`config.mk`:
```
export PLATFORM = sky130hd
export DESIGN_NAME = raster_edge_eval
export DESIGN_NICKNAME = d
export VERILOG_FILES = /design/src/hdl/raster_pkg.sv /design/src/hdl/raster_edge_eval.sv
export SDC_FILE = /design/constraint.sdc
export NUM_CORES = 2
export LEC_CHECK = 0
export ABC_CLOCK_PERIOD_IN_PS = 25500
export BUFFER_PORTS_ARGS = -buffer_cell sky130_fd_sc_hd__buf_2
export CAP_MARGIN = 40
export CORE_ASPECT_RATIO = 1.4
export CORE_MARGIN = 5
export CORE_UTILIZATION = 62
export CTS_BUF_LIST = sky130_fd_sc_hd__clkbuf_8
export DETAILED_ROUTE_END_ITERATION = 8
export GPL_ROUTABILITY_DRIVEN = 0
export HOLD_SLACK_MARGIN = 0.15
export PLACE_DENSITY = 0.86
export SLEW_MARGIN = 10
export SYNTH_ARGS = -nofsm -noshare
export SYNTH_HDL_FRONTEND = slang
export SYNTH_SLANG_ARGS = --single-unit
```
`constraint.sdc`:
```
create_clock -name clk -period 25.5 [get_ports clk]
set_clock_uncertainty 0.05 [all_clocks]
set_input_delay 1.275 -clock clk [delete_from_list [all_inputs] [get_ports clk]]
set_output_delay 1.275 -clock clk [all_outputs]
set_load 0.02 [all_outputs]
```
`src/hdl/raster_pkg.sv`:
```
`default_nettype none

package raster_pkg;

    // Tile geometry
    localparam int TILE_LOGSIZE    = 3;
    localparam int QUADS_PER_SIDE  = 1 << (TILE_LOGSIZE - 1);
    localparam int QUAD_BITS       = TILE_LOGSIZE - 1;

    // Memory fetch
    localparam int MEM_QUEUE_DEPTH = 4;
    localparam int MEM_CNT_BITS    = $clog2(MEM_QUEUE_DEPTH + 1);
    localparam int PRIM_WORDS      = 10;
    localparam int WORD_IDX_BITS   = $clog2(PRIM_WORDS + 1);
    localparam int RECORD_BYTES    = PRIM_WORDS * 4;

    localparam int EDGE_LATENCY    = 2;
    localparam int EDGE_CNT_BITS   = $clog2(EDGE_LATENCY + 1);

    typedef logic [31:0]        raster_addr_t;
    typedef logic [31:0]        raster_word_t;
    typedef logic signed [31:0] raster_data_t;
    typedef logic [7:0]         raster_dim_t;
    typedef logic [10:0]        raster_pos_t;
    typedef logic [15:0]        raster_pid_t;
    typedef logic [3:0]         raster_mask_t;  // bit0 (0,0) bit1 (1,0) bit2 (0,1) bit3 (1,1)

    typedef struct packed {
        raster_data_t a;
        raster_data_t b;
        raster_data_t c;
    } raster_edge_t;

    typedef struct packed {
        raster_dim_t        x_loc;
        raster_dim_t        y_loc;
        raster_pid_t        pid;
        raster_edge_t [2:0] edges;
    } raster_prim_t;

    // Primitive with edge values at the tile origin
    typedef struct packed {
        raster_prim_t       prim;
        raster_data_t [2:0] org;
    } raster_eval_t;

    typedef struct packed {
        raster_pos_t  pos_x;    // quad top-left pixel
        raster_pos_t  pos_y;
        raster_mask_t mask;
        raster_pid_t  pid;
    } raster_stamp_t;

    typedef struct packed {
        raster_addr_t prim_base;
        logic [15:0]  prim_count;
    } raster_dcrs_t;

    typedef struct packed {
        raster_addr_t addr;
    } cache_req_t;

    typedef struct packed {
        raster_word_t data;
    } cache_rsp_t;

endpackage

`default_nettype wire

```
`src/hdl/raster_edge_eval.sv`:
```
`timescale 1ns/1ps
`default_nettype none

module raster_edge_eval import raster_pkg::*; (
    input  logic         clk,
    input  logic         reset,

    input  logic         prim_valid,
    input  raster_prim_t prim,
    output logic         prim_ready,

    output logic         eval_valid,
    output raster_eval_t eval,
    input  logic         eval_ready
);

    logic               enable;
    logic               valid1;
    raster_prim_t       prim1;
    raster_data_t [2:0] prod_a;
    raster_data_t [2:0] prod_b;
    raster_data_t       x0;
    raster_data_t       y0;

    // Whole pipe freezes under back-pressure
    assign enable     = !(eval_valid && !eval_ready);
    assign prim_ready = enable;

    // Tile origin in pixels
    assign x0 = raster_data_t'(prim.x_loc) << TILE_LOGSIZE;
    assign y0 = raster_data_t'(prim.y_loc) << TILE_LOGSIZE;

    always_ff @(posedge clk) begin
        if (reset) begin
            valid1     <= 1'b0;
            eval_valid <= 1'b0;
        end else if (enable) begin
            valid1     <= prim_valid;
            eval_valid <= valid1;
        end
    end

    always_ff @(posedge clk) begin
        if (enable) begin
            prim1     <= prim;
            eval.prim <= prim1;
            for (int i = 0; i < 3; i++) begin
                prod_a[i]   <= prim.edges[i].a * x0;
                prod_b[i]   <= prim.edges[i].b * y0;
                eval.org[i] <= prod_a[i] + prod_b[i] + prim1.edges[i].c;
            end
        end
    end

    a_eval_hold: assert property (@(posedge clk) disable iff (reset)
        eval_valid && !eval_ready |=> eval_valid && $stable(eval));

endmodule

`default_nettype wire

```
==> summary.md <==
| Metric | Value |
|---|---|
| Drt first pass iters | `6` |
| Final Instance Area | `77760 um^2` |
| Final worst slack | `18.67 ns` |
| Internal reg-to-reg setup slack | `20.72 ns` |
| Post-synth EDFFs | `901` |
| Ys async rst share | `0%` |
| Synth cell count leaders | `inv_1, fa_1, edfxtp_1, and2_1, nand2_1` |
| Io pins | `742` |
| MaxCap Viol Count | `0` |
| Lkg Pwr | `37.00 nW` |
| Remaining DRCs | `0` |
| Post-CTS sizing | `0` |
| Max Root-Sink Buffers | `3` |
| Storage element area | `27100 um^2` |
| Cell with the most instances after synthesis | `inv_1` |
| Avg Vias per Cell | `5.606` |
| Antenna-violating nets left | `0` |
| Post-CTS Setup Inserts | `0` |
| Hold_ws | `0.3426 ns` |
| Syn-to-layout area delta | `11.79%` |
| Crit path time final | `6.835 ns` |
| RSZ-0062 raised after global routing | `no` |
| Rel. slew slack | `32.60%` |
| Maximum VDD drop | `92.13 uV` |
| Synth top area share | `38.89%` |
| Startpoint Class | `input port` |
| Largest area contributor in the netlist | `edfxtp_1` |
| CP Data Required Time | `26.04 ns` |
| Largest net degree at the start of global routing | `77` |
| FP Rows | `145` |
| Placed cells | `8026` |
| Syn_area_per_cell | `11.74 um^2` |
| Final hold viol count | `0` |
| Port Buf Inserts | `741` |
| Starting Density | `62.35%` |
| Clk root buf | `clkbuf_8` |
| Worst hold path class | `flip-flop to flip-flop` |
| Non-filler cells, final | `8291` |
| Synth top area cells | `edfxtp_1, fa_1, ha_1` |
| Max H-tree Level | `4` |
| Crit Path Class | `input port to flip-flop` |
| Core Footprint | `111600 um^2` |
| R2R depth | `10` |
| Sink Count | `903` |
| CP Capture Type | `flip-flop` |
| WL final | `173100 um` |
| Mapped cell area | `69560 um^2` |
| Layout cells sized above 1 | `14.49%` |
| Top_reg_cell synth | `edfxtp_1` |
| Layout Utilization | `69.69%` |
| Clock Latency Late Sink | `0.85 ns` |
| Iter 0 DRT Violations | `3152` |
| Min-delay src | `prim1[313]$_DFFE_PN_` |
| Gr usage total | `29.36%` |
| Slew @ Worst Pin | `0.9855 ns` |
| Max-slew violation count | `0` |
| Reg2reg end | `prim1[92]$_DFFE_PN_` |
| Cell count after synthesis | `5923` |
| Place WS | `17.91 ns` |
| Grt ovf | `0` |
| Nets@finish | `8363` |
| Die X | `293.1 um` |
| Synth Register Bits | `903` |
| Area of the multi-input gates | `37540 um^2` |
| Area after DPL | `74960 um^2` |
| Final setup viols | `0` |
| Final HPWL DP | `133500 um` |
| Hold depth | `0` |
| Die height | `406.3 um` |
| Routed WL per cell | `20.88 um` |
| Worst Path Arrival | `7.37 ns` |
| CTS tree | `yes` |
| Clk slew on worst S/H paths | `0.06 ns` |
| Inserted Clock Buffers | `142` |
| Hold Path End | `eval[409]$_DFFE_PN_` |
| Post-route total power | `9.156 mW` |
| Cts-stage hold buffer count | `0` |
| Netlist cell types | `70` |
| Initial antenna violation count | `15` |
| YS warnings | `0` |
| Via Count | `46476` |
| Fill cells | `7506` |
| Synth Net Count | `7585` |
| Sequential fraction of the synthesis area | `38.95%` |
| Fmax | `146.3 MHz` |
| CP max FO | `61` |
| Status | `finished, final reports clean` |
| Fin Setup TNS | `0 ns` |
| Power density over the cells | `117.7 nW/um^2` |
| Die ar. | `119100 um^2` |
| Vias in the first global route | `51434` |
| Final Cycle Share | `26.80%` |
| First-pass GRT wire length | `270400 um` |
| FF-to-FF Start | `eval_valid$_SDFFE_PP0N_` |
## worst max-delay path, cell delays in order
cell	delay, ns
buf_4	0.28
buf_4	0.65
nand2_1	0.19
fa_1	0.58
inv_1	0.05
ha_1	0.27
ha_1	0.27
inv_1	0.04
fa_1	0.47
inv_1	0.05
ha_1	0.21
fa_1	0.47
a21oi_1	0.21
a2bb2oi_1	0.30
a21oi_1	0.15
o21ai_0	0.45
o31ai_1	0.15
o41ai_1	0.71
o2111ai_1	0.24
a21oi_1	0.22
xnor2_1	0.08
## power by group
group	internal (mW)	total (mW)	switching (mW)
clock network	0.616	1.22	0.602
registers	2.25	2.45	0.195
logic	2.25	5.49	3.24
## cell type report
cell class | instances | share of cell area [%]
multi-input combinational | 3717 | 48.28
sequential | 903 | 34.84
inverter | 1158 | 5.599
timing repair buffer | 779 | 5.342
clock buffer | 144 | 2.549
tap | 1470 | 2.365
clock inverter | 106 | 0.9767
antenna | 14 | 0.04505
## per-layer routing
layer / wire length (um) / GRT usage (%)
met1: 55560 / 31.42
met2: 90920 / 52.55
met3: 14380 / 6.342
met4: 12160 / 18.75
met5: 57 / 0
## worst max path at each step
| stage | start | endpoint |
|---|---|---|
| 5_1_grt | prim[312] | prod_a[63]$_DFFE_PN_ |
| 2_1_floorplan | eval_ready | prim_ready |
| 3_5_place_dp | prim[312] | prod_a[61]$_DFFE_PN_ |
| 6_report | prim[312] | prod_a[61]$_DFFE_PN_ |
| 4_1_cts | prim[312] | prod_a[61]$_DFFE_PN_ |
| 3_3_place_gp | prim[312] | prod_a[63]$_DFFE_PN_ |
## cell families after synthesis
family / Yosys count / synth area share (%)
AOI/OAI and AO/OA: 498 / 4.718
adders and majority gates: 1338 / 33.94
xor gates and xnor gates: 284 / 3.576
buffers and inverters: 1303 / 7.080
DFF: 903 / 38.95
muxes: 3 / 0.04317
and+or+nand+nor: 1594 / 11.69
## placed cells by master, fill, tap and decap left out, types with 23 or more instances in the layout
master,instances
a21o_1,76
nand3_1,25
fa_1,915
buf_4,33
a31oi_1,24
clkinv_1,28
and2_1,679
and3_1,27
nor3_1,28
clkbuf_8,144
xor2_1,67
o21bai_1,41
nand2_1,625
xnor2_1,217
a21oi_1,155
inv_1,1190
edfxtp_1,901
buf_2,738
ha_1,423
o21a_1,23
nor2_1,105
o21ai_0,71
## flip-flops by register name, summed over array words and instances (netlist names)
signal and count:
eval 407, eval_valid 1, prim1 320, prod_a 87
prod_b 87, valid1 1
Note: power is estimated with default switching activity, not from simulation.
