===== config.mk =====
export PLATFORM = sky130hd
export DESIGN_NAME = raster_slice
export DESIGN_NICKNAME = d
export VERILOG_FILES = /design/src/hdl/raster_pkg.sv /design/src/hdl/raster_slice.sv
export SDC_FILE = /design/constraint.sdc
export NUM_CORES = 1
export LEC_CHECK = 0
export ABC_AREA = 1
export BUFFER_PORTS_ARGS = -buffer_cell sky130_fd_sc_hd__clkbuf_2
export CORE_MARGIN = 5
export CORE_UTILIZATION = 30
export DETAILED_ROUTE_END_ITERATION = 12
export PLACE_DENSITY_LB_ADDON = 0.25
export SLEW_MARGIN = 20
export SYNTH_ARGS = -nofsm -noshare
export SYNTH_HDL_FRONTEND = slang
export SYNTH_SLANG_ARGS = --single-unit

===== constraint.sdc =====
create_clock -name clk -period 10.3 [get_ports clk]
set_clock_uncertainty 0.2 [all_clocks]
set_input_delay 0.515 -clock clk [delete_from_list [all_inputs] [get_ports clk]]
set_output_delay 0.515 -clock clk [all_outputs]
set_load 0.01 [all_outputs]

===== src/hdl/raster_pkg.sv =====
`default_nettype none

package raster_pkg;

    // Tile geometry
    localparam int TILE_LOGSIZE    = 3;
    localparam int QUADS_PER_SIDE  = 1 << (TILE_LOGSIZE - 1);
    localparam int QUAD_BITS       = TILE_LOGSIZE - 1;

    // Memory fetch
    localparam int MEM_QUEUE_DEPTH = 4;
    localparam int MEM_CNT_BITS    = $clog2(MEM_QUEUE_DEPTH + 1);
    localparam int PRIM_WORDS      = 10;
    localparam int WORD_IDX_BITS   = $clog2(PRIM_WORDS + 1);
    localparam int RECORD_BYTES    = PRIM_WORDS * 4;

    localparam int EDGE_LATENCY    = 2;
    localparam int EDGE_CNT_BITS   = $clog2(EDGE_LATENCY + 1);

    typedef logic [31:0]        raster_addr_t;
    typedef logic [31:0]        raster_word_t;
    typedef logic signed [31:0] raster_data_t;
    typedef logic [7:0]         raster_dim_t;
    typedef logic [10:0]        raster_pos_t;
    typedef logic [15:0]        raster_pid_t;
    typedef logic [3:0]         raster_mask_t;  // bit0 (0,0) bit1 (1,0) bit2 (0,1) bit3 (1,1)

    typedef struct packed {
        raster_data_t a;
        raster_data_t b;
        raster_data_t c;
    } raster_edge_t;

    typedef struct packed {
        raster_dim_t        x_loc;
        raster_dim_t        y_loc;
        raster_pid_t        pid;
        raster_edge_t [2:0] edges;
    } raster_prim_t;

    // Primitive with edge values at the tile origin
    typedef struct packed {
        raster_prim_t       prim;
        raster_data_t [2:0] org;
    } raster_eval_t;

    typedef struct packed {
        raster_pos_t  pos_x;    // quad top-left pixel
        raster_pos_t  pos_y;
        raster_mask_t mask;
        raster_pid_t  pid;
    } raster_stamp_t;

    typedef struct packed {
        raster_addr_t prim_base;
        logic [15:0]  prim_count;
    } raster_dcrs_t;

    typedef struct packed {
        raster_addr_t addr;
    } cache_req_t;

    typedef struct packed {
        raster_word_t data;
    } cache_rsp_t;

endpackage

`default_nettype wire


===== src/hdl/raster_slice.sv =====
`timescale 1ns/1ps
`default_nettype none

module raster_slice import raster_pkg::*; (
    input  logic          clk,
    input  logic          reset,

    input  logic          eval_valid,
    input  raster_eval_t  eval,
    output logic          eval_ready,

    output logic          idle,
    output logic          stamp_valid,
    output raster_stamp_t stamp,
    input  logic          raster_req_ready
);

    typedef enum logic {IDLE, WALK} slice_state_t;

    slice_state_t         state;
    logic [QUAD_BITS-1:0] qx;
    logic [QUAD_BITS-1:0] qy;

    raster_dim_t          tile_x;
    raster_dim_t          tile_y;
    raster_pid_t          pid;
    raster_data_t [2:0]   edge_a;
    raster_data_t [2:0]   edge_b;
    raster_data_t [2:0]   row_val;  // value at the first quad of the row
    raster_data_t [2:0]   cur_val;  // value at the current quad's (0,0)

    raster_data_t [2:0]   val_x;
    raster_data_t [2:0]   val_y;
    raster_data_t [2:0]   val_xy;
    raster_mask_t         quad_mask;

    logic advance;
    logic last_x;
    logic last_y;

    assign eval_ready = (state == IDLE);
    assign idle       = (state == IDLE) && !stamp_valid;
    assign advance    = !stamp_valid || raster_req_ready;
    assign last_x     = (qx == QUAD_BITS'(QUADS_PER_SIDE - 1));
    assign last_y     = (qy == QUAD_BITS'(QUADS_PER_SIDE - 1));

    // Covered when every edge is non-negative
    always_comb begin
        quad_mask = 4'b1111;
        for (int i = 0; i < 3; i++) begin
            val_x[i]  = cur_val[i] + edge_a[i];
            val_y[i]  = cur_val[i] + edge_b[i];
            val_xy[i] = val_x[i] + edge_b[i];
            quad_mask &= {~val_xy[i][31], ~val_y[i][31], ~val_x[i][31], ~cur_val[i][31]};
        end
    end

    always_ff @(posedge clk) begin
        if (reset) begin
            state       <= IDLE;
            qx          <= '0;
            qy          <= '0;
            stamp_valid <= 1'b0;
        end else begin
            if (stamp_valid && raster_req_ready) begin
                stamp_valid <= 1'b0;
            end
            case (state)
                IDLE: begin
                    if (eval_valid) begin
                        state <= WALK;
                        qx    <= '0;
                        qy    <= '0;
                    end
                end
                WALK: begin
                    if (advance) begin
                        if (quad_mask != '0) begin
                            stamp_valid <= 1'b1;
                        end
                        if (last_x) begin
                            qx <= '0;
                            qy <= qy + 1'b1;
                            if (last_y) begin
                                state <= IDLE;
                            end
                        end else begin
                            qx <= qx + 1'b1;
                        end
                    end
                end
                default: state <= IDLE;
            endcase
        end
    end

    always_ff @(posedge clk) begin
        if (state == IDLE && eval_valid) begin
            tile_x <= eval.prim.x_loc;
            tile_y <= eval.prim.y_loc;
            pid    <= eval.prim.pid;
            for (int i = 0; i < 3; i++) begin
                edge_a[i]  <= eval.prim.edges[i].a;
                edge_b[i]  <= eval.prim.edges[i].b;
                row_val[i] <= eval.org[i];
                cur_val[i] <= eval.org[i];
            end
        end else if (state == WALK && advance) begin
            if (quad_mask != '0) begin
                stamp.pos_x <= {tile_x, qx, 1'b0};
                stamp.pos_y <= {tile_y, qy, 1'b0};
                stamp.mask  <= quad_mask;
                stamp.pid   <= pid;
            end
            for (int i = 0; i < 3; i++) begin
                if (last_x) begin
                    row_val[i] <= row_val[i] + (edge_b[i] <<< 1);
                    cur_val[i] <= row_val[i] + (edge_b[i] <<< 1);
                end else begin
                    cur_val[i] <= cur_val[i] + (edge_a[i] <<< 1);
                end
            end
        end
    end

    // Empty quads are skipped by the walk
    a_no_empty_stamp: assert property (@(posedge clk) disable iff (reset)
        stamp_valid |-> stamp.mask != '0);

endmodule

`default_nettype wire


==> impl_metrics.csv <==
group,metric,value,unit
layout,fin_util,37.4,%
clock_network,htreeDepth,2,
logic_synthesis,ys_warn_count,0,
routing,vias_per_cell,4.96,
logic_synthesis,synth_most_common_cell,"nand2_1",
logic_synthesis,synthCells,4131,
pwr,p_leak,19.6,nW
logic_synthesis,synth_top_area_share,38.8,%
floorplan,start_util,30.1,%
sta,fin_crit,5.52,ns
logic_synthesis,synth.largest_area_cell,"edfxtp_1",
clock_network,post_cts_resized,0,
routing,via_count,31700,
routing,wl_per_cell,19.4,um
pwr,vdd_drop_max,174,uV
layout,drive_above_1_share,12.0,%
sta,period_share,53.6,%
logic_synthesis,ys_top_cells_by_area,"edfxtp_1 39%, ha_1 16%, nand2_1 9.4%, a21oi_1 5.8%, inv_1 4.7%",
grt,grt_max_degree,149,
floorplan,num_rows,126,
setup_path,required,10.37,ns
grt,grt_overflow,0,
sta,fin_setup_tns,0,ns
placed_design,portBuffers,366,
floorplan,io_pins,465,
routing,firstDrtPassIters,5,
sta,hold_viol_final,0,
logic_synthesis,syn_avg_cell_area,8.55,um2
floorplan,dieArea,125000,um2
pwr,power_density,211,nW/um2
clock_network,clk_pin_slew_worst_paths,0.06,ns
clock_network,insertion_delay,0.67,ns
layout,syn2layout_area_growth,24.2,%
routing,drt_iter0_markers,2066,
logic_synthesis,ys_top_cells_by_count,"886 x nand2_1, 456 x edfxtp_1, 455 x ha_1",
placed_design,place_ws,4.73,ns
clock_network,cts.sinks,462,
logic_synthesis,ys_ff_latch,462,
sta,slew_headroom,26.0,%
sta,worst_pin_slew,1.10,ns
layout,nets,5680,
hold_path,hold_class,"in2reg",
setup_path,crit_fanout,39,
grt,grt_pass1_vias,31300,
floorplan,dieWidth,353,um
sta,setup_slack,4.78,ns
setup_path,end_kind,"flop",
logic_synthesis,synth_ff_type,"edfxtp_1",
clock_network,cts_setup_buffers,0,
status,status,"finished clean",
placed_design,place.gp.congestion,0.929,
sta,setup_viol,0,
logic_synthesis,syn_area,35300,um2
clock_network,numCtsBuffers,61,
floorplan,core_region_area,117000,um2
clock_network,cts_tree,"done",
setup_path,critPathArrivalTime,5.58,ns
sta,rsz0062_at_grt,"false",
grt,grt_pass1_wl,186000,um
routing,wl,124000,um
clock_network,postCtsHoldBufs,271,
routing,post-route-drc-count,0,
logic_synthesis,synthArstFlopShare,0,%
clock_network,cts_buffer_depth,3,
floorplan,die_h,353,um
logic_synthesis,yosysSeqAreaShare,39.1,%
layout,fillers,11900,
logic_synthesis,ys_types,61,
routing,ant_nets,0,
clock_network,root_buffer,"clkbuf_16",
logic_synthesis,synth_edf_count,456,
grt,antenna_found_initial,10,
placed_design,dp_hpwl,97900,um
setup_path,start_kind,"flop",
sta,drv_slew,0,
flow_run,maxCapViolCount,0,
sta,max_freq,0.181,GHz
setup_path,critical_path_class,"reg2reg",
setup_path,r2r_slack,4.78,ns
grt,grt.total_usage,19.2,%
-- critical path, cell delays in order, from the launching register on --
cell and delay (ns):
edfxtp_1 0.43, ha_1 0.25, fa_1 0.41, nand3_1 0.10
nand2_1 0.10, a21oi_2 0.21, o21ai_2 0.11, a21oi_2 0.20
inv_2 0.06, nand4_1 0.08, nand3_1 0.22, nand3_1 0.14
nand2_1 0.07, xor2_1 0.14, ha_1 0.30, nand2_1 0.06
nor2_1 0.14, nand2_1 0.12, nor3_1 0.15, nand2_1 0.11
nand3_1 0.29, nand3_1 0.12, nand2_1 0.15, nand3_2 0.11
nand2_2 0.13, nand2_2 0.10, nor2_4 0.11, buf_4 0.46
-- area by class of cell --
type	count	area [um2]	share of cell area (%)
inverter	443	1670	3.80
clock buffer	75	1630	3.72
clock inverter	40	475	1.08
timing repair buffer	648	4650	10.6
multi-input combinational	3180	19700	44.9
antenna	6	15.0	0.0342
tap	1536	1920	4.38
sequential	462	13800	31.5
-- sequential cells by signal (all words and copies together) (netlist names) --
signal	count
cur_val	96
edge_a	96
edge_b	96
row_val	96
stamp	40
pid	16
tile_x	8
tile_y	8
qx	2
qy	2
stamp_valid	1
state	1
-- logic make-up after synthesis --
family,Yosys count,share of synthesized area [%]
other,1,0.0106
buffers and inverters,490,5.27
XOR/XNOR,164,4.07
AO/OA/AOI/OAI,995,16.4
AND/OR/NAND/NOR,1555,18.5
adder cells (fa/ha/maj),464,16.6
flip-flops,462,39.1
-- per-layer routing --
layer  track usage [%]  part of all wire (%)
met1              25.8                    46
met2              32.7                    47
met3              2.24                   4.5
met4              5.35                   2.8
met5                 0                     0
-- worst paths after layout --
path / startpoint / to / depth (start not counted)
worst min-delay path: eval[24] / row_val[24] / 3
worst max register to register: edge_a[32] / stamp[26] / 27
worst max-delay path: edge_a[32] / stamp[26] / 27
worst min register to register: tile_x[7] / stamp[41] / 0
-- where the power goes --
part	total, W	internal, W	switching (W)
Clock	0.00226	0.00133	0.000923
Sequential	0.00266	0.00243	0.000234
Combinational	0.00435	0.00164	0.00271
Total	0.00926	0.00540	0.00387
-- placed cells by master (no fill, tap or decap), types with 7 or more instances in the layout --
master         instances
a21oi_2               12
nand2_2               14
nor3_1                40
ha_1                 454
nand2_1              886
nand3b_1              11
nand3_1              195
xnor2_1               76
o221ai_1              15
inv_1                437
dlygate4sd3_1        271
o211ai_1              40
clkinvlp_4             9
fa_1                   9
o31ai_1               14
a21oi_1              409
clkbuf_1              10
or2_1                  7
edfxtp_1             456
clkbuf_16             62
clkbuf_2             366
nand4_1               62
o21ai_2               23
or2_2                 23
o21bai_1              32
a221oi_1              12
o21a_1                17
nor4_1                14
xor2_1                88
a21boi_1               7
buf_4                  9
nor2_1               276
a21o_1                25
o21ai_1               36
bufinv_16              8
o21ai_0              267
a31oi_1               40
-- metrics by stage --
stage	area [um2]	instances	total power [W]	hold slack, ns
finish	43900	6390	0.00926	0.0423
floorplan	35300	4132	0.00570	0.200
global placement	39000	5998	0.00688	0.200
global route	43900	6384	0.0100	0.0169
CTS	43900	6384	0.00933	0.00333
detailed placement	39000	5998	0.00693	0.205
No activity file was read; power rests on OpenSTA's default activity.
