==> config.mk <==
export PLATFORM = sky130hd
export DESIGN_NAME = raster_mem
export DESIGN_NICKNAME = d
export VERILOG_FILES = /design/src/hdl/raster_pkg.sv /design/src/hdl/raster_mem.sv
export SDC_FILE = /design/constraint.sdc
export NUM_CORES = 1
export LEC_CHECK = 0
export ABC_AREA = 1
export ABC_CLOCK_PERIOD_IN_PS = 3410
export BUFFER_PORTS_ARGS = -buffer_cell sky130_fd_sc_hd__buf_2
export CAP_MARGIN = 5
export CORE_MARGIN = 3
export CORE_UTILIZATION = 51
export CTS_CLUSTER_SIZE = 30
export DETAILED_ROUTE_END_ITERATION = 16
export PLACE_DENSITY = 0.8
export SYNTH_ARGS = -nofsm -noshare
export SYNTH_HDL_FRONTEND = slang
export SYNTH_SLANG_ARGS = --single-unit
==> constraint.sdc <==
create_clock -name clk -period 3.41 [get_ports clk]
set_input_delay 0.341 -clock clk [delete_from_list [all_inputs] [get_ports clk]]
set_output_delay 0.341 -clock clk [all_outputs]
set_load 0.02 [all_outputs]
==> src/hdl/raster_pkg.sv <==
`default_nettype none

package raster_pkg;

    // Tile geometry
    localparam int TILE_LOGSIZE    = 3;
    localparam int QUADS_PER_SIDE  = 1 << (TILE_LOGSIZE - 1);
    localparam int QUAD_BITS       = TILE_LOGSIZE - 1;

    // Memory fetch
    localparam int MEM_QUEUE_DEPTH = 4;
    localparam int MEM_CNT_BITS    = $clog2(MEM_QUEUE_DEPTH + 1);
    localparam int PRIM_WORDS      = 10;
    localparam int WORD_IDX_BITS   = $clog2(PRIM_WORDS + 1);
    localparam int RECORD_BYTES    = PRIM_WORDS * 4;

    localparam int EDGE_LATENCY    = 2;
    localparam int EDGE_CNT_BITS   = $clog2(EDGE_LATENCY + 1);

    typedef logic [31:0]        raster_addr_t;
    typedef logic [31:0]        raster_word_t;
    typedef logic signed [31:0] raster_data_t;
    typedef logic [7:0]         raster_dim_t;
    typedef logic [10:0]        raster_pos_t;
    typedef logic [15:0]        raster_pid_t;
    typedef logic [3:0]         raster_mask_t;  // bit0 (0,0) bit1 (1,0) bit2 (0,1) bit3 (1,1)

    typedef struct packed {
        raster_data_t a;
        raster_data_t b;
        raster_data_t c;
    } raster_edge_t;

    typedef struct packed {
        raster_dim_t        x_loc;
        raster_dim_t        y_loc;
        raster_pid_t        pid;
        raster_edge_t [2:0] edges;
    } raster_prim_t;

    // Primitive with edge values at the tile origin
    typedef struct packed {
        raster_prim_t       prim;
        raster_data_t [2:0] org;
    } raster_eval_t;

    typedef struct packed {
        raster_pos_t  pos_x;    // quad top-left pixel
        raster_pos_t  pos_y;
        raster_mask_t mask;
        raster_pid_t  pid;
    } raster_stamp_t;

    typedef struct packed {
        raster_addr_t prim_base;
        logic [15:0]  prim_count;
    } raster_dcrs_t;

    typedef struct packed {
        raster_addr_t addr;
    } cache_req_t;

    typedef struct packed {
        raster_word_t data;
    } cache_rsp_t;

endpackage

`default_nettype wire

==> src/hdl/raster_mem.sv <==
`timescale 1ns/1ps
`default_nettype none

module raster_mem import raster_pkg::*; (
    input  logic          clk,
    input  logic          reset,
    input  logic          start,
    input  raster_dcrs_t  dcrs,
    output logic          busy,

    output logic          cache_req_valid,
    output cache_req_t    cache_req,
    input  logic          cache_req_ready,

    input  logic          cache_rsp_valid,
    input  cache_rsp_t    cache_rsp,
    output logic          cache_rsp_ready,

    output logic          prim_valid,
    output raster_prim_t  prim,
    input  logic          prim_ready
);

    logic [15:0]               rec_left;    // records not yet handed off
    raster_addr_t              rec_addr;
    logic [WORD_IDX_BITS-1:0]  req_idx;
    logic [WORD_IDX_BITS-1:0]  rsp_idx;
    logic [MEM_CNT_BITS-1:0]   pending;
    raster_word_t [PRIM_WORDS-1:0] words;

    logic req_fire;
    logic rsp_fire;
    logic prim_fire;

    assign req_fire  = cache_req_valid && cache_req_ready;
    assign rsp_fire  = cache_rsp_valid && cache_rsp_ready;
    assign prim_fire = prim_valid && prim_ready;

    assign busy = start || (rec_left != '0);

    // One record at a time, bounded by the read queue
    assign cache_req_valid = (rec_left != '0)
                          && !prim_valid
                          && (req_idx < WORD_IDX_BITS'(PRIM_WORDS))
                          && (pending < MEM_CNT_BITS'(MEM_QUEUE_DEPTH));

    assign cache_req.addr  = rec_addr + (raster_addr_t'(req_idx) << 2);
    assign cache_rsp_ready = 1'b1;  // words always absorbed

    always_ff @(posedge clk) begin
        if (reset) begin
            rec_left   <= '0;
            req_idx    <= '0;
            rsp_idx    <= '0;
            pending    <= '0;
            prim_valid <= 1'b0;
        end else begin
            if (start) begin
                rec_left <= dcrs.prim_count;
            end
            if (req_fire) begin
                req_idx <= req_idx + 1'b1;
            end
            if (rsp_fire) begin
                rsp_idx <= rsp_idx + 1'b1;
                if (rsp_idx == WORD_IDX_BITS'(PRIM_WORDS - 1)) begin
                    prim_valid <= 1'b1;
                end
            end
            pending <= pending + MEM_CNT_BITS'(req_fire) - MEM_CNT_BITS'(rsp_fire);
            if (prim_fire) begin
                prim_valid <= 1'b0;
                req_idx    <= '0;
                rsp_idx    <= '0;
                rec_left   <= rec_left - 1'b1;
            end
        end
    end

    always_ff @(posedge clk) begin
        if (start) begin
            rec_addr <= dcrs.prim_base;
        end else if (prim_fire) begin
            rec_addr <= rec_addr + raster_addr_t'(RECORD_BYTES);
        end
        if (rsp_fire) begin
            words <= {cache_rsp.data, words[PRIM_WORDS-1:1]};  // word 0 ends at the bottom
        end
    end

    always_comb begin
        prim.x_loc = words[0][31:24];
        prim.y_loc = words[0][23:16];
        prim.pid   = words[0][15:0];
        for (int i = 0; i < 3; i++) begin
            prim.edges[i].a = words[1 + 3 * i];
            prim.edges[i].b = words[2 + 3 * i];
            prim.edges[i].c = words[3 + 3 * i];
        end
    end

    a_pending_max: assert property (@(posedge clk) disable iff (reset)
        pending <= MEM_CNT_BITS'(MEM_QUEUE_DEPTH));

    // A response needs a request in flight
    a_pending_min: assert property (@(posedge clk) disable iff (reset)
        rsp_fire |-> (pending != '0 || req_fire));

endmodule

`default_nettype wire

==> impl_metrics.tcl, run 1 <==
set metrics [dict create \
    clk_pin_slew_worst_paths_ps 60 \
    cp_data_arrival_time_ps 2710 \
    setup.worst_path.end_class "output pin" \
    critPathMaxFanout 6 \
    cts-buffers-inserted 38 \
    ios 442 \
    synth_simple_gate_area_share_pct 11.2 \
    cts_tree "built" \
    initial_core_util_pct 52.7 \
    fillers 1811 \
    rsz0062_at_grt "no" \
    ys_types 39 \
    multiInputGateArea_um2 2440 \
    regArea_um2 11100 \
    grt_antenna_before_repair 2 \
    layout-drive-gt1-share_pct 35.0 \
    grt_max_degree 198 \
    synth_compound_area_share_pct 2.59 \
    drtPass1Iterations 5 \
    maxCapViolations 0 \
    ys_ff_latch 380 \
    grt.overflow.total 0 \
    synth_fa_ha_area_share_pct 1.27 \
    cts_sinks 380 \
    ant_nets 0 \
    ff2ff_setup_slack_ps 590 \
    period_share_pct 89.4 \
    avgRoutedWirePerCell_um 19.6 \
    nets 1563 \
    die_x_um 172 \
    yosysTopAreaCellShare_pct 75.6 \
    die_area_um2 29400 \
    syn2layout_area_growth_pct 29.5 \
    grt.total_usage_pct 23.3 \
    post-dp-hpwl_mm 25.5 \
    dp.cells 1727 \
    htreeDepth 2 \
    synth_area_um2 14000 \
    routed_wl_mm 35.9 \
    dp_slack_ps 638 \
    synth-seq-area-share_pct 79.6 \
    core-area_um2 26500 \
    finalHoldViolCount 0 \
    yosys-top-cells-area "edfxtp_1 (76%), nand2_1 (5.1%), dfxtp_1 (4.0%), inv_1 (2.3%), xor2_1 (2.2%)" \
    final_util_pct 68.3 \
    yosysTopAreaCell "edfxtp_1" \
    path_class "flop to output pin" \
    cts-root-buf "clkbuf_16" \
    layout_setup_ws_ps 362 \
    route.detailed.drc 0 \
    synth-edff-count 352 \
    report.final.slew_viol_count 0 \
    muxShareOfSynthArea_pct 0 \
    syn_area_per_cell_um2 14.5 \
    synth_top_family_by_area "simple AND/OR/NAND/NOR gates" \
    cts_buffer_depth 3 \
    grt_pass1_vias 9184 \
    timing.setup.tns_ps 0 \
    die_y_um 172 \
    worst_pin_slew_ps 1040 \
    min_period_ps 3050 \
    gp_congestion 0.932 \
    yosysWarnings 0 \
    synth_xor_area_share_pct 2.38 \
    grt_pass1_wl_mm 52.1 \
    synth_ff_type "edfxtp_1" \
    portBuffers 440 \
    avgViaCountPerCell 5.18 \
    cp.required_ps 3070 \
    p_leak_nw 7.56 \
    drt_iter0_markers 753 \
    async_flop_share_pct 0 \
    vias 9471 \
    cp-start-kind "flop" \
    setup_viol 0 \
    fin_skew_ps 14.0 \
    ir_worst_vdd_uv 435 \
    syn_inst 962 \
    num_rows 59 \
    clock_latency_ps 520 \
    slew_headroom_pct 30.7 \
    max_freq_mhz 328 \
    power_density_nw_per_um2 597 \
    stdcell_count 1829 \
    min_path_type "primary input to flop" \
    status "finished clean" \
    synth_nets 1061 \
]
-- stage by stage --
| stage | hold WS [ps] | power [mW] | instance area (um2) |
|---|---|---|---|
| 2_1_floorplan | 410 | 6.35 | 14000 |
| 3_3_place_gp | 424 | 6.86 | 16600 |
| 3_5_place_dp | 427 | 6.90 | 16600 |
| 4_1_cts | 66.9 | 10.9 | 18100 |
| 5_1_grt | 68.5 | 11.2 | 18100 |
| 6_report | 97.0 | 10.8 | 18100 |
-- Yosys cell counts, types with 5 or more instances --
| cell type | count |
|---|---|
| nand3_1 | 52 |
| clkbuf_1 | 7 |
| a21oi_1 | 21 |
| edfxtp_1 | 352 |
| nand4_1 | 15 |
| nor3_1 | 9 |
| inv_1 | 84 |
| nor2_1 | 80 |
| dfxtp_1 | 28 |
| nor2_2 | 5 |
| a31oi_1 | 5 |
| o21ai_1 | 6 |
| xor2_1 | 35 |
| o21ai_0 | 22 |
| ha_1 | 11 |
| nand2_1 | 189 |
| nor2_4 | 5 |
-- report_power, final --
group	switching, mW	internal [mW]	total [mW]
sequential	0.195	5.45	5.64
combinational	0.828	0.370	1.20
clock	1.71	2.27	3.97
total	2.73	8.09	10.8
-- path summary, 6_finish.rpt --
kind | from | end | depth (start not counted)
worst max-delay path | req_idx[0] | cache_req[30] | 13
worst min-delay path | dcrs[16] | rec_addr[0] | 3
worst max register to register | rec_left[0] | pending[2] | 14
worst min register to register | prim[73] | prim[297] | 0
-- cell families after synthesis --
| logic type | after synthesis |
|---|---|
| adder cells (fa/ha/maj) | 13 |
| AND/OR/NAND/NOR | 362 |
| XOR/XNOR | 38 |
| other | 1 |
| buffers and inverters | 103 |
| flip-flops | 380 |
| AO/OA/AOI/OAI | 65 |
-- registers in the layout, summed over array words and instances, names as in the netlist --
register and flops:
pending 3, prim 320, prim_valid 1, rec_addr 32, rec_left 16, req_idx 4, rsp_idx 4
-- timing repair --
action / CTS / global route
hold buffers: 32 / 0
hold endpoints to repair: 32 / 0
setup endpoints to repair: 0 / 1
buffers inserted: 0 / 0
gates resized for setup: 0 / 1
-- area by class of cell --
| class | count | area share (%) |
|---|---|---|
| flip-flops and latches | 380 | 61.5 |
| well taps | 335 | 2.32 |
| diodes | 2 | 0.0276 |
| multi-input cells | 479 | 13.5 |
| clock buffers | 46 | 5.54 |
| inverters | 89 | 1.85 |
| clock inverters | 22 | 1.08 |
| repair buffers | 476 | 14.2 |
-- worst max-delay path, cell delays in order (launching register included) --
cell     delay [ps]
dfxtp_1         400
ha_1            240
inv_1            70
fa_1            400
inv_1            70
nand3_1          70
nand3_2         160
inv_1            70
nor2_2          170
nand2_1         110
nor3_1          150
nand2_1          70
nand2_1          60
buf_2           150
-- layout by cell type, fill, tap and decap left out, types with 22 or more instances in the layout --
cell type,count
clkbuf_16,39
nand2_1,189
buf_2,439
inv_1,84
nand3_1,51
edfxtp_1,352
dfxtp_1,28
xor2_1,35
o21ai_0,22
dlygate4sd3_1,32
nor2_1,80
-- routing by layer --
metal / part of all wire, % / global-route usage [%] / vias to the layer above
li1: - / - / 4391
met1: 37 / 29.4 / 4526
met2: 51 / 39.5 / 467
met3: 8.1 / 4.92 / 87
met4: 3.8 / 9.97 / 0
met5: 0 / 0 / -
Note: power is estimated with default switching activity, not from simulation.
==> run 2: changes to the inputs <==
==> config.mk (replaced) <==
export PLATFORM = sky130hd
export DESIGN_NAME = raster_mem
export DESIGN_NICKNAME = d
export VERILOG_FILES = /design/src/hdl/raster_pkg.sv /design/src/hdl/raster_mem.sv
export SDC_FILE = /design/constraint.sdc
export NUM_CORES = 1
export LEC_CHECK = 0
export ABC_AREA = 1
export ABC_CLOCK_PERIOD_IN_PS = 3200
export CAP_MARGIN = 5
export CORE_AREA = 3 3 171 173
export CTS_CLUSTER_SIZE = 30
export DETAILED_ROUTE_END_ITERATION = 16
export DIE_AREA = 0 0 174 176
export DONT_BUFFER_PORTS = 1
export SETUP_SLACK_MARGIN = 0.4
export SYNTH_ARGS = -nofsm -noshare
export SYNTH_HDL_FRONTEND = slang
export SYNTH_SLANG_ARGS = --single-unit
==> constraint.sdc (replaced) <==
create_clock -name clk -period 3.2 [get_ports clk]
set_input_delay 0.32 -clock clk [delete_from_list [all_inputs] [get_ports clk]]
set_output_delay 0.32 -clock clk [all_outputs]
set_load 0.02 [all_outputs]
==> run 2 against run 1 <==
  * Worst setup slack gained 85 ps
  * Largest power group unchanged
  * Cell area down 8.6%
  * Highest routed layer unchanged
  * Critical endpoint is now cache_req[20]
  * Cell count decreased by 20%
  * Via count shrank 18%
  * Global-route usage is 2.8 points lower
  * Combinational power is 50% lower
  * First-iteration DRC count shrank 22%
  * Die area is 4.1% higher
  * The flow now finishes with violations (hold timing)
  * Sequential power grew 13%
  * Largest cell class unchanged
  * Worst hold slack got worse by 200 ps
==> impl_metrics.tcl, run 2 (same netlist as run 1, synthesis figures left out) <==
set metrics [dict create \
    clock_latency_ps 520 \
    cts_buffer_depth 3 \
    setup.worst_path.end_class "output pin" \
    cp-start-kind "flop" \
    die_area_um2 30600 \
    power_density_nw_per_um2 695 \
    report.final.slew_viol_count 0 \
    path_class "flop to output pin" \
    ios 442 \
    die_y_um 176 \
    cp.required_ps 2880 \
    grt.overflow.total 0 \
    fin_hold_ws_ps -98.9 \
    routed_wl_mm 33.0 \
    p_leak_nw 6.07 \
    cp_slowest_cell "edfxtp_1" \
    vias 7804 \
    gp_congestion 0.863 \
    drtPass1Iterations 5 \
    grt_pass1_vias 7660 \
    failed_checks "hold timing" \
    grt_pass1_wl_mm 47.7 \
    grt_antenna_before_repair 1 \
    avgViaCountPerCell 5.32 \
    ant_nets 0 \
    nets 1156 \
    cp_common_cell "inv_2" \
    fillers 2136 \
    min_period_ps 2750 \
    dp_slack_ps 382 \
    timing.setup.tns_ps 0 \
    drt_iter0_markers 588 \
    route.detailed.drc 0 \
    post-dp-hpwl_mm 23.1 \
    rsz0062_at_grt "yes" \
    critPathMaxFanout 4 \
    setup_viol 0 \
    cts-buffers-inserted 40 \
    ir_worst_vdd_uv 469 \
    fin_skew_ps 14.3 \
    syn2layout_area_growth_pct 18.3 \
    cp_data_arrival_time_ps 2430 \
    largest_register_ffs 320 \
    layout_setup_ws_ps 447 \
    finalHoldViolCount 11 \
    slew_headroom_pct 50.8 \
    stdcell_count 1467 \
    htreeDepth 2 \
    initial_core_util_pct 50.3 \
    holdBufCountCts 52 \
    dp.cells 1328 \
    layout_commonest_cell "edfxtp_1" \
    die_x_um 174 \
    num_rows 61 \
    cts-root-buf "clkbuf_16" \
    max_freq_mhz 363 \
    portBuffers 0 \
    grt_max_degree 328 \
    final_cell_mix "edfxtp_1 (352), nand2_1 (185), inv_1 (80), nor2_1 (78), dlygate4sd3_1 (52)" \
    crit_path_cell_trace "ha_4 -> inv_2 -> fa_2 -> inv_2 -> nand3_2 -> nand3_4 -> nand4_1 -> nor2_2 -> xor2_1 -> inv_2" \
    grt.total_usage_pct 20.6 \
    worst_pin_slew_ps 736 \
    cts_tree "built" \
    status "finished with violations" \
    maxCapViolations 0 \
    period_share_pct 86.0 \
    layout-drive-gt1-share_pct 11.9 \
    avgRoutedWirePerCell_um 22.5 \
    cts_sinks 380 \
    clk_pin_slew_worst_paths_ps 60 \
    min_path_type "primary input to flop" \
    slowest_delay_ps 370 \
    core-area_um2 27800 \
]
[run 2: metal layers]
metal  global-route usage, %  part of all wire [%]  vias to the layer above
met5                       0                     0                        -
met3                    9.70                    12                       66
met1                    23.6                    36                     3802
met4                    6.17                   2.8                        0
li1                        -                     -                     3561
met2                    34.6                    50                      375
[run 2: worst paths after layout]
path                         from       endpoint  slack (ps)  cells after the start
hold / removal    cache_rsp_valid      prim[117]        -100                      0
setup reg to reg      rec_left[0]     pending[2]         490                     14
setup / recovery      rec_addr[2]  cache_req[20]         450                     10
hold reg to reg        pending[2]     pending[2]         470                      1
[run 2: worst max-delay path, delay by kind of cell (launching register included)]
family / cells / cell delay [ps]
buf+inv: 3 / 190
xor+xnor: 1 / 220
simple gates: 4 / 620
flops: 1 / 370
fa+ha+maj: 2 / 490
[run 2: metrics by stage]
| step | cell area [um2] | util [%] | hold slack (ps) | power [mW] |
|---|---|---|---|---|
| floorplan | 14000 | - | 389 | 6.76 |
| finish | 16500 | 59.5 | -98.9 | 11.5 |
| detailed placement | 14400 | 51.8 | 393 | 6.98 |
| global route | 16500 | 59.5 | -127 | 11.9 |
| global placement | 14400 | 51.8 | 392 | 6.96 |
| CTS | 16300 | 58.7 | -103 | 11.6 |
[run 2: timing repair]
| item | 4_1_cts | 5_1_grt |
|---|---|---|
| hold endpoints to repair | 359 | 113 |
| resized for setup | 18 | 24 |
| pin swaps | 1 | 6 |
| endpoints found under the setup margin | 17 | 21 |
| setup buffers | 0 | 13 |
[run 2: final cells by class]
cell class / instances / area [um2] / share of cell area [%]
inverter: 89 / 334 / 2.02
clock buffer: 47 / 1030 / 6.21
sequential: 380 / 11100 / 67.3
timing repair buffer: 67 / 633 / 3.83
tap: 378 / 473 / 2.86
multi-input combinational: 479 / 2660 / 16.1
clock inverter: 26 / 268 / 1.62
antenna: 1 / 2.50 / 0.0151
[run 2: power breakdown]
part	switching, mW	internal [mW]
combinational	0.375	0.224
sequential	0.571	5.82
clock	1.85	2.65
total	2.80	8.69
